**src/hdl/cpu_sm_config.svh**
```systemverilog
// CPU bus master configuration

`ifndef CPU_SM_CONFIG_SVH
`define CPU_SM_CONFIG_SVH

// Flip-flops on each asynchronous control input
// Two is enough at BCLK rates, three gives extra MTBF margin
`define CPU_SM_SYNC_STAGES 2

// Longwords moved in one bus tenure before the bus is given back
`define CPU_SM_BURST_LIMIT 4

`endif

```
**src/hdl/cpu_bus_pkg.sv**
```systemverilog
// CPU bus types

package cpu_bus_pkg;

    // Bus arbitration and cycle states
    typedef enum logic [2:0] {
        IDLE       = 3'd0,
        REQUEST    = 3'd1,
        OWN        = 3'd2,
        ADDR       = 3'd3,
        DATA       = 3'd4,
        HALF2_ADDR = 3'd5,
        HALF2_DATA = 3'd6,
        RELEASE    = 3'd7
    } bus_state_t;

    // Port width reported by the slave termination
    typedef logic [1:0] port_size_t;

    localparam port_size_t PORT_NONE = 2'd0;
    localparam port_size_t PORT_16   = 2'd1;
    localparam port_size_t PORT_32   = 2'd2;

    typedef struct packed {
        logic       done;
        port_size_t port_size;
        logic       sync_term;
    } bus_term_t;

    typedef struct packed {
        logic breq;
        logic bgack;
        logic pas;
        logic pds;
        logic size1;
        logic a1;
    } bus_strobe_t;

endpackage

```
**src/hdl/dma_ctrl_pkg.sv**
```systemverilog
// DMA control types

`include "cpu_sm_config.svh"

package dma_ctrl_pkg;

    // Synchronized view of the SCSI side request
    typedef struct packed {
        logic need_xfer;
        logic dir;
        logic flush_done;
        logic enabled;
    } xfer_req_t;

    // FIFO and address counter controls
    typedef struct packed {
        logic incfifo;
        logic decfifo;
        logic incno;
        logic f2cpuh;
        logic f2cpul;
        logic dieh;
        logic diel;
        logic stopflush;
    } fifo_ctl_t;

    // Longwords completed in the current tenure
    typedef logic [$clog2(`CPU_SM_BURST_LIMIT + 1)-1:0] xfer_count_t;

endpackage

```
**src/hdl/bus_term_decode.sv**
```systemverilog
// Bus termination decoder

`timescale 1ns/1ps

module bus_term_decode (
    input  logic                  BCLK,
    input  logic                  CCRESET_,
    input  logic [1:0]            dsack_,
    input  logic                  sterm_,
    input  logic                  pas,
    output cpu_bus_pkg::bus_term_t term
);

    logic [1:0]              dsack_q_;
    logic                    sterm_q_;
    logic                    seen_q;
    cpu_bus_pkg::port_size_t size_dec;
    logic                    hit;

    // STERM takes priority over DSACK when decoding the port size
    always_comb begin
        if (!sterm_q_) begin
            size_dec = cpu_bus_pkg::PORT_32;
        end else begin
            unique case (dsack_q_)
                2'b00:   size_dec = cpu_bus_pkg::PORT_32;
                2'b01:   size_dec = cpu_bus_pkg::PORT_16;
                default: size_dec = cpu_bus_pkg::PORT_NONE;
            endcase
        end
    end

    // First valid termination of this strobe only
    assign hit = (size_dec != cpu_bus_pkg::PORT_NONE) && !seen_q;

    always_ff @(posedge BCLK or negedge CCRESET_) begin
        if (!CCRESET_) begin
            dsack_q_ <= 2'b11;
            sterm_q_ <= 1'b1;
            seen_q   <= 1'b0;
            term     <= '0;
        end else begin
            if (!pas) begin
                // Latch held clear while no address strobe is out
                dsack_q_ <= 2'b11;
                sterm_q_ <= 1'b1;
                seen_q   <= 1'b0;
            end else begin
                dsack_q_ <= dsack_;
                sterm_q_ <= sterm_;
                if (hit) begin
                    seen_q <= 1'b1;
                end
            end
            term.done      <= hit && pas;
            term.port_size <= size_dec;
            term.sync_term <= !sterm_q_;
        end
    end

endmodule

```
**src/hdl/xfer_request.sv**
```systemverilog
// Transfer request evaluator

`timescale 1ns/1ps

`include "cpu_sm_config.svh"

module xfer_request (
    input  logic                    BCLK,
    input  logic                    CCRESET_,
    input  logic                    dma_ena,
    input  logic                    dreq_,
    input  logic                    flush_fifo,
    input  logic                    dma_dir,
    input  logic                    fifo_empty,
    input  logic                    fifo_full,
    output dma_ctrl_pkg::xfer_req_t req
);

    localparam int STAGES = `CPU_SM_SYNC_STAGES;

    // Idle value of the controls with the active low DREQ released high
    localparam logic [5:0] SYNC_IDLE = 6'b010000;

    logic [5:0]             async_in;
    logic [STAGES-1:0][5:0] sync_q;
    logic                   ena_s;
    logic                   dreq_s_;
    logic                   flush_s;
    logic                   dir_s;
    logic                   empty_s;
    logic                   full_s;
    logic                   room;
    logic                   flush_cond;
    logic                   flush_seen_q;

    assign async_in = {dma_ena, dreq_, flush_fifo, dma_dir, fifo_empty, fifo_full};
    assign {ena_s, dreq_s_, flush_s, dir_s, empty_s, full_s} = sync_q[STAGES-1];

    always_ff @(posedge BCLK or negedge CCRESET_) begin
        if (!CCRESET_) begin
            sync_q <= {STAGES{SYNC_IDLE}};
        end else begin
            sync_q[0] <= async_in;
            for (int i = 1; i < STAGES; i++) begin
                sync_q[i] <= sync_q[i-1];
            end
        end
    end

    // Memory to FIFO needs space and FIFO to memory needs data
    assign room       = dir_s ? !empty_s : !full_s;
    assign flush_cond = flush_s && dir_s && empty_s;

    always_ff @(posedge BCLK or negedge CCRESET_) begin
        if (!CCRESET_) begin
            req          <= '0;
            flush_seen_q <= 1'b0;
        end else begin
            req.need_xfer  <= ena_s && !dreq_s_ && room;
            req.dir        <= dir_s;
            req.enabled    <= ena_s;
            req.flush_done <= flush_cond && !flush_seen_q;
            // Remembered until the flush request goes away
            flush_seen_q   <= flush_s && (flush_seen_q || flush_cond);
        end
    end

endmodule

```
**src/hdl/cpu_bus_fsm.sv**
```systemverilog
// CPU bus cycle state machine

`timescale 1ns/1ps

`include "cpu_sm_config.svh"

module cpu_bus_fsm (
    input  logic                      BCLK,
    input  logic                      CCRESET_,
    input  logic                      bgrant_,
    input  dma_ctrl_pkg::xfer_req_t   req,
    input  cpu_bus_pkg::bus_term_t    term,
    output cpu_bus_pkg::bus_strobe_t  strobe,
    output dma_ctrl_pkg::fifo_ctl_t   fifo_ctl
);

    // Cycles in OWN after a longword until the FIFO flags reach req again
    localparam int SETTLE   = `CPU_SM_SYNC_STAGES + 4;
    localparam int SETTLE_W = $clog2(SETTLE + 1);

    cpu_bus_pkg::bus_state_t   state_q;
    cpu_bus_pkg::bus_state_t   state_d;
    dma_ctrl_pkg::xfer_count_t count_q;
    dma_ctrl_pkg::xfer_count_t count_d;
    logic [SETTLE_W-1:0]       settle_q;
    logic [SETTLE_W-1:0]       settle_d;
    logic [1:0]                grant_sync_q_;
    logic                      granted;
    logic                      go;
    logic                      complete;
    cpu_bus_pkg::bus_strobe_t  strobe_d;
    dma_ctrl_pkg::fifo_ctl_t   fifo_d;

    assign granted = !grant_sync_q_[1];
    assign go      = req.need_xfer && req.enabled;

    always_comb begin
        state_d  = state_q;
        count_d  = count_q;
        settle_d = settle_q;
        complete = 1'b0;
        unique case (state_q)
            cpu_bus_pkg::IDLE: begin
                count_d = '0;
                if (go) begin
                    state_d = cpu_bus_pkg::REQUEST;
                end
            end
            cpu_bus_pkg::REQUEST: begin
                if (granted) begin
                    state_d  = cpu_bus_pkg::OWN;
                    settle_d = '0;
                end
            end
            cpu_bus_pkg::OWN: begin
                if (settle_q != '0) begin
                    settle_d = settle_q - 1'b1;
                end else if (go &&
                             count_q < dma_ctrl_pkg::xfer_count_t'(`CPU_SM_BURST_LIMIT)) begin
                    state_d = cpu_bus_pkg::ADDR;
                end else begin
                    state_d = cpu_bus_pkg::RELEASE;
                end
            end
            cpu_bus_pkg::ADDR:       state_d = cpu_bus_pkg::DATA;
            cpu_bus_pkg::DATA: begin
                if (term.done) begin
                    // A 16-bit port takes the low word in a second cycle
                    if (term.port_size == cpu_bus_pkg::PORT_16) begin
                        state_d = cpu_bus_pkg::HALF2_ADDR;
                    end else begin
                        complete = 1'b1;
                    end
                end
            end
            cpu_bus_pkg::HALF2_ADDR: state_d = cpu_bus_pkg::HALF2_DATA;
            cpu_bus_pkg::HALF2_DATA: complete = term.done;
            cpu_bus_pkg::RELEASE:    state_d = cpu_bus_pkg::IDLE;
            default:                 state_d = cpu_bus_pkg::IDLE;
        endcase
        if (complete) begin
            state_d  = cpu_bus_pkg::OWN;
            count_d  = count_q + 1'b1;
            settle_d = SETTLE_W'(SETTLE);
        end
    end

    // Output values for the coming state
    always_comb begin
        strobe_d.breq  = (state_d == cpu_bus_pkg::REQUEST);
        strobe_d.bgack = (state_d != cpu_bus_pkg::IDLE) && (state_d != cpu_bus_pkg::REQUEST);
        strobe_d.pds   = (state_d == cpu_bus_pkg::DATA) || (state_d == cpu_bus_pkg::HALF2_DATA);
        // HALF2_ADDR leaves pas low so the slave sees a new cycle
        strobe_d.pas   = strobe_d.pds || (state_d == cpu_bus_pkg::ADDR);
        strobe_d.a1    = (state_d == cpu_bus_pkg::HALF2_ADDR) ||
                         (state_d == cpu_bus_pkg::HALF2_DATA);
        strobe_d.size1 = strobe_d.a1;

        fifo_d.incno     = complete;
        fifo_d.incfifo   = complete && !req.dir;
        fifo_d.dieh      = complete && !req.dir;
        fifo_d.diel      = complete && !req.dir;
        fifo_d.decfifo   = complete && req.dir;
        fifo_d.f2cpuh    = strobe_d.pds && req.dir;
        fifo_d.f2cpul    = strobe_d.pds && req.dir;
        fifo_d.stopflush = req.flush_done;
    end

    always_ff @(posedge BCLK or negedge CCRESET_) begin
        if (!CCRESET_) begin
            state_q       <= cpu_bus_pkg::IDLE;
            count_q       <= '0;
            settle_q      <= '0;
            grant_sync_q_ <= 2'b11;
            strobe        <= '0;
            fifo_ctl      <= '0;
        end else begin
            state_q       <= state_d;
            count_q       <= count_d;
            settle_q      <= settle_d;
            grant_sync_q_ <= {grant_sync_q_[0], bgrant_};
            strobe        <= strobe_d;
            fifo_ctl      <= fifo_d;
        end
    end

endmodule

```
**src/hdl/cpu_sm.sv**
```systemverilog
// SCSI DMA CPU bus master

`timescale 1ns/1ps

module cpu_sm (
    input  logic                     BCLK,
    input  logic                     CCRESET_,
    input  logic                     bgrant_,
    input  logic                     dma_ena,
    input  logic                     dreq_,
    input  logic                     flush_fifo,
    input  logic                     dma_dir,
    input  logic                     fifo_empty,
    input  logic                     fifo_full,
    input  logic [1:0]               dsack_,
    input  logic                     sterm_,
    output cpu_bus_pkg::bus_strobe_t strobe,
    output dma_ctrl_pkg::fifo_ctl_t  fifo_ctl
);

    dma_ctrl_pkg::xfer_req_t req;
    cpu_bus_pkg::bus_term_t  term;

    xfer_request i_xfer_request (
        .BCLK       (BCLK),
        .CCRESET_   (CCRESET_),
        .dma_ena    (dma_ena),
        .dreq_      (dreq_),
        .flush_fifo (flush_fifo),
        .dma_dir    (dma_dir),
        .fifo_empty (fifo_empty),
        .fifo_full  (fifo_full),
        .req        (req)
    );

    // Address strobe fed back to clear the termination latch
    bus_term_decode i_bus_term_decode (
        .BCLK     (BCLK),
        .CCRESET_ (CCRESET_),
        .dsack_   (dsack_),
        .sterm_   (sterm_),
        .pas      (strobe.pas),
        .term     (term)
    );

    cpu_bus_fsm i_cpu_bus_fsm (
        .BCLK     (BCLK),
        .CCRESET_ (CCRESET_),
        .bgrant_  (bgrant_),
        .req      (req),
        .term     (term),
        .strobe   (strobe),
        .fifo_ctl (fifo_ctl)
    );

endmodule

```
**config.mk**
```make
export PLATFORM = sky130hd
export DESIGN_NAME = cpu_sm
export DESIGN_NICKNAME = d
export VERILOG_FILES = /design/src/hdl/cpu_bus_pkg.sv /design/src/hdl/dma_ctrl_pkg.sv /design/src/hdl/bus_term_decode.sv /design/src/hdl/xfer_request.sv /design/src/hdl/cpu_bus_fsm.sv /design/src/hdl/cpu_sm.sv
export VERILOG_INCLUDE_DIRS = /design/src /design/src/hdl
export SDC_FILE = /design/constraint.sdc
export NUM_CORES = 1
export LEC_CHECK = 0
export BUFFER_PORTS_ARGS = -buffer_cell sky130_fd_sc_hd__buf_2
export CAP_MARGIN = 20
export CORE_MARGIN = 2
export CORE_UTILIZATION = 49
export DETAILED_ROUTE_END_ITERATION = 7
export PLACE_DENSITY = 0.79
export SLEW_MARGIN = 20
export SYNTH_ARGS = -nofsm -noshare
export SYNTH_HDL_FRONTEND = slang
export SYNTH_SLANG_ARGS = --single-unit
```
**constraint.sdc**
```tcl
create_clock -name BCLK -period 1.6 [get_ports BCLK]
set_input_delay 0.16 -clock BCLK [delete_from_list [all_inputs] [get_ports BCLK]]
set_output_delay 0.16 -clock BCLK [all_outputs]
set_load 0.02 [all_outputs]
```
==> flow_summary.toml, run 1 <==
[run_status]
outcome = "complete, no violations"

[placed_design]
place_ws_ps = 6.02
gp_congestion = 0.838
dpl_cell_area_um2 = 1890
dp_hpwl_um = 2040
port_buffers = 25

[worst_setup_path]
start_kind = "flip-flop"
end_kind = "flip-flop"
crit_chain = "inv_2 > ha_2 > nor2b_1 > o22a_1 > or4_1 > nand3_1"
cp_data_required_time_ps = 1910
cp_data_arrival_time_ps = 1850
critPathKind = "flip-flop to flip-flop"
worstRegToRegCells = 6
worst-path-stages = 6
cpLargestDelayFamily = "simple AND/OR/NAND/NOR gates"
worst_path_max_delay_cell = "dfrtp_1"
cp_num_buf_inv = 1
crit_path_max_incr_delay_ps = 400
critPathMaxFanout = 4

[logic_synthesis]
synthFlopType = "dfrtp_1"
synthCells = 127
syn_nets = 142
synth_top_cell_by_area = "dfrtp_1"
synth_seq_cells = 45
yosysSeqAreaShare_pct = 67.1
syn_avg_cell_area_um2 = 13.3
synth.distinct_cells = 38
synth.most_common_cell = "dfrtp_1"
async_flop_share_pct = 100
synth-edff-count = 0
synth_top_area_share_pct = 56.3
netlist_top_cells_count = "dfrtp_1, nand2b_1, dfstp_2, nand2_1"
synth_warnings = 0
synth_area_um2 = 1690
synth.area.top_cells = "dfrtp_1, dfstp_2, nand2b_1"

[routing]
num_vias = 1141
final_antenna_net_count = 0
drc_errors = 0
wl_per_cell_um = 13.6
first_pass_iters = 4
routed_wirelength_um = 3030
viasPerCell = 5.14
drt_iter0_drc = 48

[power]
total_power_mw = 3.69
p_leak_nw = 1.03
p_per_area_nw_per_um2 = 1730
peakVddDrop_mv = 0.779

[sta]
fin_crit_ps = 1550
setup_ws_ps = 52.7
finalHoldViolations = 0
relSlewSlack_pct = 72.4
tightest_slew_ps = 414
skew_ps = 14.1
finalCritPeriodShare_pct = 96.7
fmax_ghz = 0.646
finalSetupViolCount = 0
drv_slew = 0

[job]
timing.max_cap.violations = 0

[floorplanning]
die_y_um = 62.7
io_pins = 26
core_area_um2 = 3340
initial_core_util_pct = 50.7
die_x_um = 62.7
dieArea_um2 = 3940
rows = 21

[cts]
clk_pin_slew_worst_paths_ps = 130
cts_made_buffers = 5
cts_tree = "done"
htreeDepth = 2
clkLatencyLatePin_ps = 360
cts_sinks = 45
root_buffer = "clkbuf_4"
clk_path_buf_depth = 2

[global_routing]
grt_pass1_wl_um = 5040
gr-usage-met1_pct = 17.3
antenna_found_initial = 0
grt_usage_pct = 17.2
grt_use_met2_pct = 29.8
gr-max-usage-layer = "met2"
grt_overflow = 0
grt_max_degree = 20
grt_pass1_vias = 1174
gr-usage-met3_pct = 6.49

[final_layout]
design_area_um2 = 2130
drive_gt1_share_pct = 36.9
fin_util_pct = 64.0
area_growth_pct = 26.3
antennaDiodeCount = 0
nFillCells = 252
layout.nets = 190

[min_path]
hold_class = "input pin to async pin"
final cells by class:
class / count / area, µm² / share of cell area, %
Clock buffer: 7 / 55.1 / 2.58
Tap cell: 46 / 57.6 / 2.70
Clock inverter: 1 / 30.0 / 1.41
Multi-Input combinational cell: 70 / 482 / 22.6
Sequential cell: 45 / 1140 / 53.2
Timing Repair Buffer: 50 / 360 / 16.9
Inverter: 3 / 13.8 / 0.645
cell families (layout without fill, tap and decap cells):
group                    Yosys count  after routing  synth area share [%]
XOR/XNOR                           1              1                 0.518
adder cells (fa/ha/maj)            3              3                  2.22
flip-flops                        45             45                  67.1
buffers and inverters             12             61                  4.96
AND/OR/NAND/NOR                   49             49                  18.1
AO/OA/AOI/OAI                     17             17                  7.11
sequential cells by signal (all words and copies together) (netlist names):
register / flops
i_xfer_request.full_s: 1
i_cpu_bus_fsm.fifo_ctl: 5
i_cpu_bus_fsm.grant_sync_q_: 2
i_xfer_request.empty_s: 1
i_cpu_bus_fsm.state_q: 3
i_bus_term_decode.dsack_q_: 2
i_xfer_request.ena_s: 1
i_cpu_bus_fsm.settle_q: 3
i_bus_term_decode.term: 3
i_xfer_request.dir_s: 1
i_bus_term_decode.sterm_q_: 1
i_xfer_request.dreq_s_: 1
i_xfer_request.flush_seen_q: 1
i_xfer_request.sync_q: 6
i_xfer_request.flush_s: 1
i_cpu_bus_fsm.strobe: 5
i_bus_term_decode.seen_q: 1
i_xfer_request.req: 4
i_cpu_bus_fsm.count_q: 3
metrics by stage:
| step | hold WS [ps] | instances | setup TNS, ps |
|---|---|---|---|
| after global routing | 287 | 222 | -12.3 |
| after floorplan | -136 | 127 | 0 |
| after CTS | 260 | 220 | 0 |
| final | 246 | 222 | 0 |
| after global placement | 101 | 199 | 0 |
| after detailed placement | 119 | 199 | 0 |
cell usage in the layout, fill, tap and decap left out, types with 3 or more instances in the layout:
cell type      count
clkbuf_4           5
buf_2             25
nand3_1            6
o21ai_0            4
nor2_1             6
nand2_1            7
dfstp_2            7
nand2b_1           8
nor2b_1            3
buf_4             11
dfrtp_1           37
and3b_1            3
dlygate4sd3_1     11
and2_1             3
timing repair:
item,4_1_cts,5_1_grt
gates resized for setup,1,7
buffers inserted,2,2
endpoints found under the hold margin,25,0
setup endpoints to repair,1,10
hold buffers,11,0
pin swaps,0,3
power by group:
part           switching (mW)  total (mW)  leakage (nW)  internal, mW
Clock                   0.339       0.712        0.0455         0.373
Sequential              0.174        1.59         0.545          1.41
Combinational           0.713        1.39         0.443         0.679
metal layers:
layer | wire [µm] | share of wire [%]
met1 | 1130 | 37
met2 | 1590 | 53
met3 | 210 | 6.9
met4 | 94 | 3.1
met5 | 0 | 0
final timing paths:
path                                                     startpoint                                  endpoint  slack, ps
max                           i_cpu_bus_fsm.settle_q[0]$_DFFE_PN0P_     i_cpu_bus_fsm.settle_q[1]$_DFFE_PN0P_         50
min                                                        CCRESET_         i_cpu_bus_fsm.strobe[4]$_DFF_PN0_        250
max reg2reg                   i_cpu_bus_fsm.settle_q[0]$_DFFE_PN0P_     i_cpu_bus_fsm.settle_q[1]$_DFFE_PN0P_         50
min reg2reg                i_cpu_bus_fsm.grant_sync_q_[0]$_DFF_PN1_  i_cpu_bus_fsm.grant_sync_q_[1]$_DFF_PN1_        350
max in group asynchronous                                  CCRESET_        i_xfer_request.sync_q[4]$_DFF_PN1_        770
min in group BCLK          i_cpu_bus_fsm.grant_sync_q_[0]$_DFF_PN1_  i_cpu_bus_fsm.grant_sync_q_[1]$_DFF_PN1_        350
No activity file was read; power rests on OpenSTA's default activity.
==> run 2, diff against run 1 <==
- BUFFER_PORTS_ARGS: -buffer_cell sky130_fd_sc_hd__buf_2 -> -buffer_cell sky130_fd_sc_hd__buf_4
==> flow_summary.toml, run 2 (synthesis gave the netlist of run 1 again) <==
[global_routing]
grt_pass1_vias = 1017
grt_pass1_wl_um = 4490
grt_overflow = 0
grt_usage_pct = 15.5
antenna_found_initial = 0
grt_max_degree = 46

[sta]
fin_crit_ps = 1600
skew_ps = 10.3
finalHoldViolations = 0
tightest_slew_ps = 522
fmax_ghz = 0.626
drv_slew = 0
finalSetupTns_ps = 0
holdWs_ps = 313
relSlewSlack_pct = 65.2
finalCritPeriodShare_pct = 99.8
finalSetupViolCount = 0

[job]
timing.max_cap.violations = 0

[floorplanning]
initial_core_util_pct = 50.7
rows = 21
die_y_um = 62.7
die_x_um = 62.7
dieArea_um2 = 3940
core_area_um2 = 3340
io_pins = 26

[placed_design]
place_inst = 193
dp_hpwl_um = 1890
gp_congestion = 0.821
port_buffers = 25

[routing]
num_vias = 1090
viasPerCell = 5.05
first_pass_iters = 4
routed_wirelength_um = 2880
drc_errors = 0
final_antenna_net_count = 0
wl_per_cell_um = 13.3
drt_iter0_drc = 51

[run_status]
outcome = "complete, no violations"

[final_layout]
final_common_cell = "dfrtp_1"
drive_gt1_share_pct = 35.3
largest_register_ffs = 6
layout.nets = 184
largest_register = "i_xfer_request.sync_q"
fin_util_pct = 64.1
area_growth_pct = 26.5
top_regs = "i_xfer_request.sync_q x6, i_cpu_bus_fsm.fifo_ctl x5, i_cpu_bus_fsm.strobe x5"
antennaDiodeCount = 0
layout.cells.most_common_list = "dfrtp_1, buf_4, dlygate4sd3_1"
fin_cells = 216

[worst_setup_path]
cp_data_arrival_time_ps = 1840
cp_data_required_time_ps = 1840
start_kind = "flip-flop"
critPathKind = "flip-flop to flip-flop"
critPathMaxFanout = 6
end_kind = "flip-flop"

[power]
switching_share_pct = 33.9
clkPwrFrac_pct = 19.1
p_seq_share_pct = 43.7
p_leak_nw = 1.01
share_comb_of_total_power_pct = 37.2
internal_power_mw = 2.44
p_per_area_nw_per_um2 = 1730
p_sw_mw = 1.25
peakVddDrop_mv = 0.983

[cts]
htreeDepth = 2
cts_made_buffers = 5
clkLatencyLatePin_ps = 350
clk_pin_slew_worst_paths_ps = 130
cts_sinks = 45
root_buffer = "clkbuf_4"
clk_path_buf_depth = 2
cts_tree = "done"

[min_path]
hold_class = "input pin to async pin"
[run 2: stage by stage]
| stage | power [mW] | instance area, µm² | worst slack (ps) |
|---|---|---|---|
| 3_5_place_dp | 2.83 | 1890 | -14.8 |
| 5_1_grt | 3.92 | 2140 | -26.3 |
| 4_1_cts | 3.61 | 2100 | 11.1 |
| 6_report | 3.70 | 2140 | 3.49 |
| 2_1_floorplan | 2.49 | 1690 | 39.4 |
| 3_3_place_gp | 2.75 | 1890 | 45.1 |
[run 2: final timing paths]
check / startpoint / to / slack, ps / cells after the start
worst max-delay path: i_cpu_bus_fsm.state_q[1]$_DFF_PN0_ / i_cpu_bus_fsm.strobe[3]$_DFF_PN0_ / 3 / 4
worst min-delay path: CCRESET_ / i_cpu_bus_fsm.strobe[2]$_DFF_PN0_ / 310 / 2
worst max register to register: i_cpu_bus_fsm.state_q[1]$_DFF_PN0_ / i_cpu_bus_fsm.strobe[3]$_DFF_PN0_ / 3 / 4
worst min register to register: i_cpu_bus_fsm.grant_sync_q_[0]$_DFF_PN1_ / i_cpu_bus_fsm.grant_sync_q_[1]$_DFF_PN1_ / 360 / 0
max in group asynchronous: CCRESET_ / i_cpu_bus_fsm.state_q[1]$_DFF_PN0_ / 900 / 2
min in group BCLK: i_cpu_bus_fsm.grant_sync_q_[0]$_DFF_PN1_ / i_cpu_bus_fsm.grant_sync_q_[1]$_DFF_PN1_ / 360 / 0
[run 2: layer usage]
| metal | track usage (%) | wire length [µm] | vias up |
|---|---|---|---|
| met2 | 26.1 | 1500 | 56 |
| met5 | 0 | 0 | - |
| li1 | - | - | 507 |
| met4 | 7.50 | 32 | 0 |
| met1 | 17.2 | 1170 | 521 |
| met3 | 6.31 | 176 | 6 |
[run 2: what timing repair did]
action | 4_1_cts | 5_1_grt
endpoints found under the setup margin | 2 | 5
gates resized for setup | 1 | 6
gates cloned | 0 | 0
pin swaps | 0 | 2
endpoints found under the hold margin | 48 | 0
hold buffers | 11 | 0
buffers inserted | 2 | 2
[run 2: critical path, stage by stage (launching register included)]
cell and delay, ps:
dfrtp_2 460, or3_4 400, or2_1 240, and3_4 190
a41o_1 210
[run 2: power groups by stage]
stage          clock network, mW  logic, mW  registers, mW
3_3_place_gp                   0       1.13           1.61
3_5_place_dp                   0       1.20           1.63
2_1_floorplan                  0      0.867           1.62
6_report                   0.706       1.37           1.62
5_1_grt                    0.794       1.48           1.65
4_1_cts                    0.731       1.27           1.61
[run 2: area by class of cell]
type	count	area, µm²
clock buffers	5	37.5
inverters	3	11.3
well taps	46	57.6
clock inverters	3	47.5
repair buffers	44	362
flip-flops and latches	45	1140
multi-input cells	70	487
fillers	249	1200
==> run 3, diff against run 2 <==
- ABC_AREA: not set -> 1
==> flow_summary.toml, run 3 <==
[run_status]
outcome = "complete, no violations"

[logic_synthesis]
synth.distinct_cells = 26
async_flop_share_pct = 100
synth.most_common_cell = "dfrtp_1"
syn_avg_cell_area_um2 = 10.6
syn_nets = 177
synthCells = 162
synth_warnings = 0
synth_top_family_by_area = "simple AND/OR/NAND/NOR gates"
yosysSeqAreaShare_pct = 66.2
netlist_top_cells_count = "dfrtp_1, nand2_1, inv_1"
synthMuxAreaShare_pct = 0
synth_top_cell_by_area = "dfrtp_1"
synth-edff-count = 0
synthFlopType = "dfrtp_1"
synth_top_area_share_pct = 55.4
synth-simple-area-share_pct = 19.9
synthAdderAreaFrac_pct = 2.19
synth.area.top_cells = "dfrtp_1, dfstp_2, nand2_1"
synth_compound_area_share_pct = 3.06
synth_seq_cells = 45
synth_area_um2 = 1720
synth_xor_area_share_pct = 1.02

[power]
p_leak_nw = 1.10
p_per_area_nw_per_um2 = 1750
peakVddDrop_mv = 0.858

[routing]
first_pass_iters = 4
drc_errors = 0
drt_iter0_drc = 49
top_layer = "met4"
wl_met1_um = 1180
met2_length_um = 1410
wl_per_cell_um = 11.5
final_antenna_net_count = 0
routed_wirelength_um = 2840
viasPerCell = 4.72
num_vias = 1166
wl_met3_um = 186

[global_routing]
grt_max_degree = 46
grt_pass1_wl_um = 4930
grt_usage_pct = 16.7
grt_pass1_vias = 1166
grt_overflow = 0
antenna_found_initial = 0

[floorplanning]
initial_core_util_pct = 51.4
dieArea_um2 = 3990
rows = 21
die_y_um = 63.2
io_pins = 26
die_x_um = 63.2
core_area_um2 = 3340

[worst_setup_path]
end_kind = "flip-flop"
cp_data_arrival_time_ps = 1770
critPathMaxFanout = 7
start_kind = "flip-flop"
critPathKind = "flip-flop to flip-flop"
cp_data_required_time_ps = 1910

[sta]
rsz0062_at_grt = "true"
drv_slew = 0
fmax_ghz = 0.683
fin_crit_ps = 1460
holdWs_ps = 316
relSlewSlack_pct = 64.5
finalSetupViolCount = 0
tightest_slew_ps = 532
finalHoldViolations = 0
skew_ps = 7.76
finalCritPeriodShare_pct = 91.5

[cts]
clk_pin_slew_worst_paths_ps = 120
cts_sinks = 45
clk_path_buf_depth = 2
post-cts-setup-buffers = 0
htreeDepth = 2
cts_made_buffers = 5
clkLatencyLatePin_ps = 360
root_buffer = "clkbuf_4"
cts_tree = "done"

[final_layout]
largest_register = "i_xfer_request.sync_q"
area_growth_pct = 23.9
largest_register_ffs = 6
top_regs = "i_xfer_request.sync_q x6, i_cpu_bus_fsm.fifo_ctl x5, i_cpu_bus_fsm.strobe x5"
layout.cells.most_common_list = "dfrtp_1, nand2_1, buf_4"
final_common_cell = "dfrtp_1"
nFillCells = 281
fin_cells = 247
antennaDiodeCount = 0
drive_gt1_share_pct = 28.9
layout.nets = 215

[min_path]
hold_class = "input pin to async pin"

[job]
timing.max_cap.violations = 0

[placed_design]
gp_congestion = 0.932
port_buffers = 25
place_inst = 228
dp_hpwl_um = 1920
==> run 3: cell count changes after synthesis, sizes merged, moves of 3 or more <==
cell	before	now
and2	3	0
and3b	3	0
nand2	7	35
buf	9	6
nor2	6	21
nand2b	8	0
inv	3	21
nor2b	3	0
o21ai	7	4
nand3	6	10
==> run 3: metal layers <==
layer / track usage [%] / vias to the layer above
met1: 18.0 / 554
met3: 7.14 / 7
met4: 7.78 / 0
met2: 28.2 / 36
met5: 0 / -
li1: - / 569
==> run 3: path summary, 6_finish.rpt <==
kind | start | endpoint | slack [ps] | depth (start not counted)
worst min register to register | i_cpu_bus_fsm.grant_sync_q_[0]$_DFF_PN1_ | i_cpu_bus_fsm.grant_sync_q_[1]$_DFF_PN1_ | 360 | 0
worst max register to register | i_cpu_bus_fsm.state_q[1]$_DFF_PN0_ | i_cpu_bus_fsm.settle_q[2]$_DFFE_PN0P_ | 140 | 9
worst min-delay path | CCRESET_ | i_cpu_bus_fsm.count_q[1]$_DFFE_PN0P_ | 320 | 2
worst max-delay path | i_cpu_bus_fsm.state_q[1]$_DFF_PN0_ | i_cpu_bus_fsm.settle_q[2]$_DFFE_PN0P_ | 140 | 9
min in group BCLK | i_cpu_bus_fsm.grant_sync_q_[0]$_DFF_PN1_ | i_cpu_bus_fsm.grant_sync_q_[1]$_DFF_PN1_ | 360 | 0
max in group asynchronous | CCRESET_ | i_xfer_request.dreq_s_$_DFF_PN1_ | 910 | 2
==> run 3: power breakdown <==
part | total, mW | switching, mW | internal (mW)
clock network | 0.679 | 0.346 | 0.333
logic | 1.45 | 0.907 | 0.541
registers | 1.59 | 0.173 | 1.42
total | 3.72 | 1.43 | 2.29
==> run 3: what timing repair did <==
action	in CTS	in global routing
setup endpoints to repair	0	8
endpoints found under the hold margin	48	0
gates resized for setup	0	5
hold buffers	11	0
==> run 3: stage by stage <==
stage / power [mW] / worst slack [ps] / utilization, % / instance area (µm²) / TNS, ps
3_3_place_gp: 2.91 / 139 / 57.5 / 1920 / 0
5_1_grt: 4.00 / -7.16 / 63.7 / 2120 / -9.07
6_report: 3.72 / 135 / 63.7 / 2120 / 0
4_1_cts: 3.71 / 45.6 / 63.2 / 2110 / 0
3_5_place_dp: 2.99 / 76.3 / 57.5 / 1920 / 0
2_1_floorplan: 2.61 / 307 / - / 1720 / 0
==> run 3: kinds of logic after synthesis <==
kind of cell	count (synthesis)
AO/OA/AOI/OAI	9
XOR/XNOR	2
adder cells (fa/ha/maj)	3
buffers and inverters	28
flip-flops	45
AND/OR/NAND/NOR	75
==> run 3: final cells by class <==
type	count	area (µm²)	area share [%]
Clock buffer	6	41.3	1.94
Clock inverter	2	38.8	1.83
Inverter	22	82.6	3.89
Multi-Input combinational cell	89	464	21.8
Sequential cell	45	1130	53.4
Tap cell	46	57.6	2.71
Timing Repair Buffer	37	305	14.4
==> run 3: critical path, stage by stage (launching register included) <==
cell	delay (ps)
dfrtp_1	450
inv_2	80
nor2_2	40
nand3_1	90
clkinv_1	110
nor2_4	200
inv_1	130
nor2_2	170
nand2_1	70
nand2_1	50
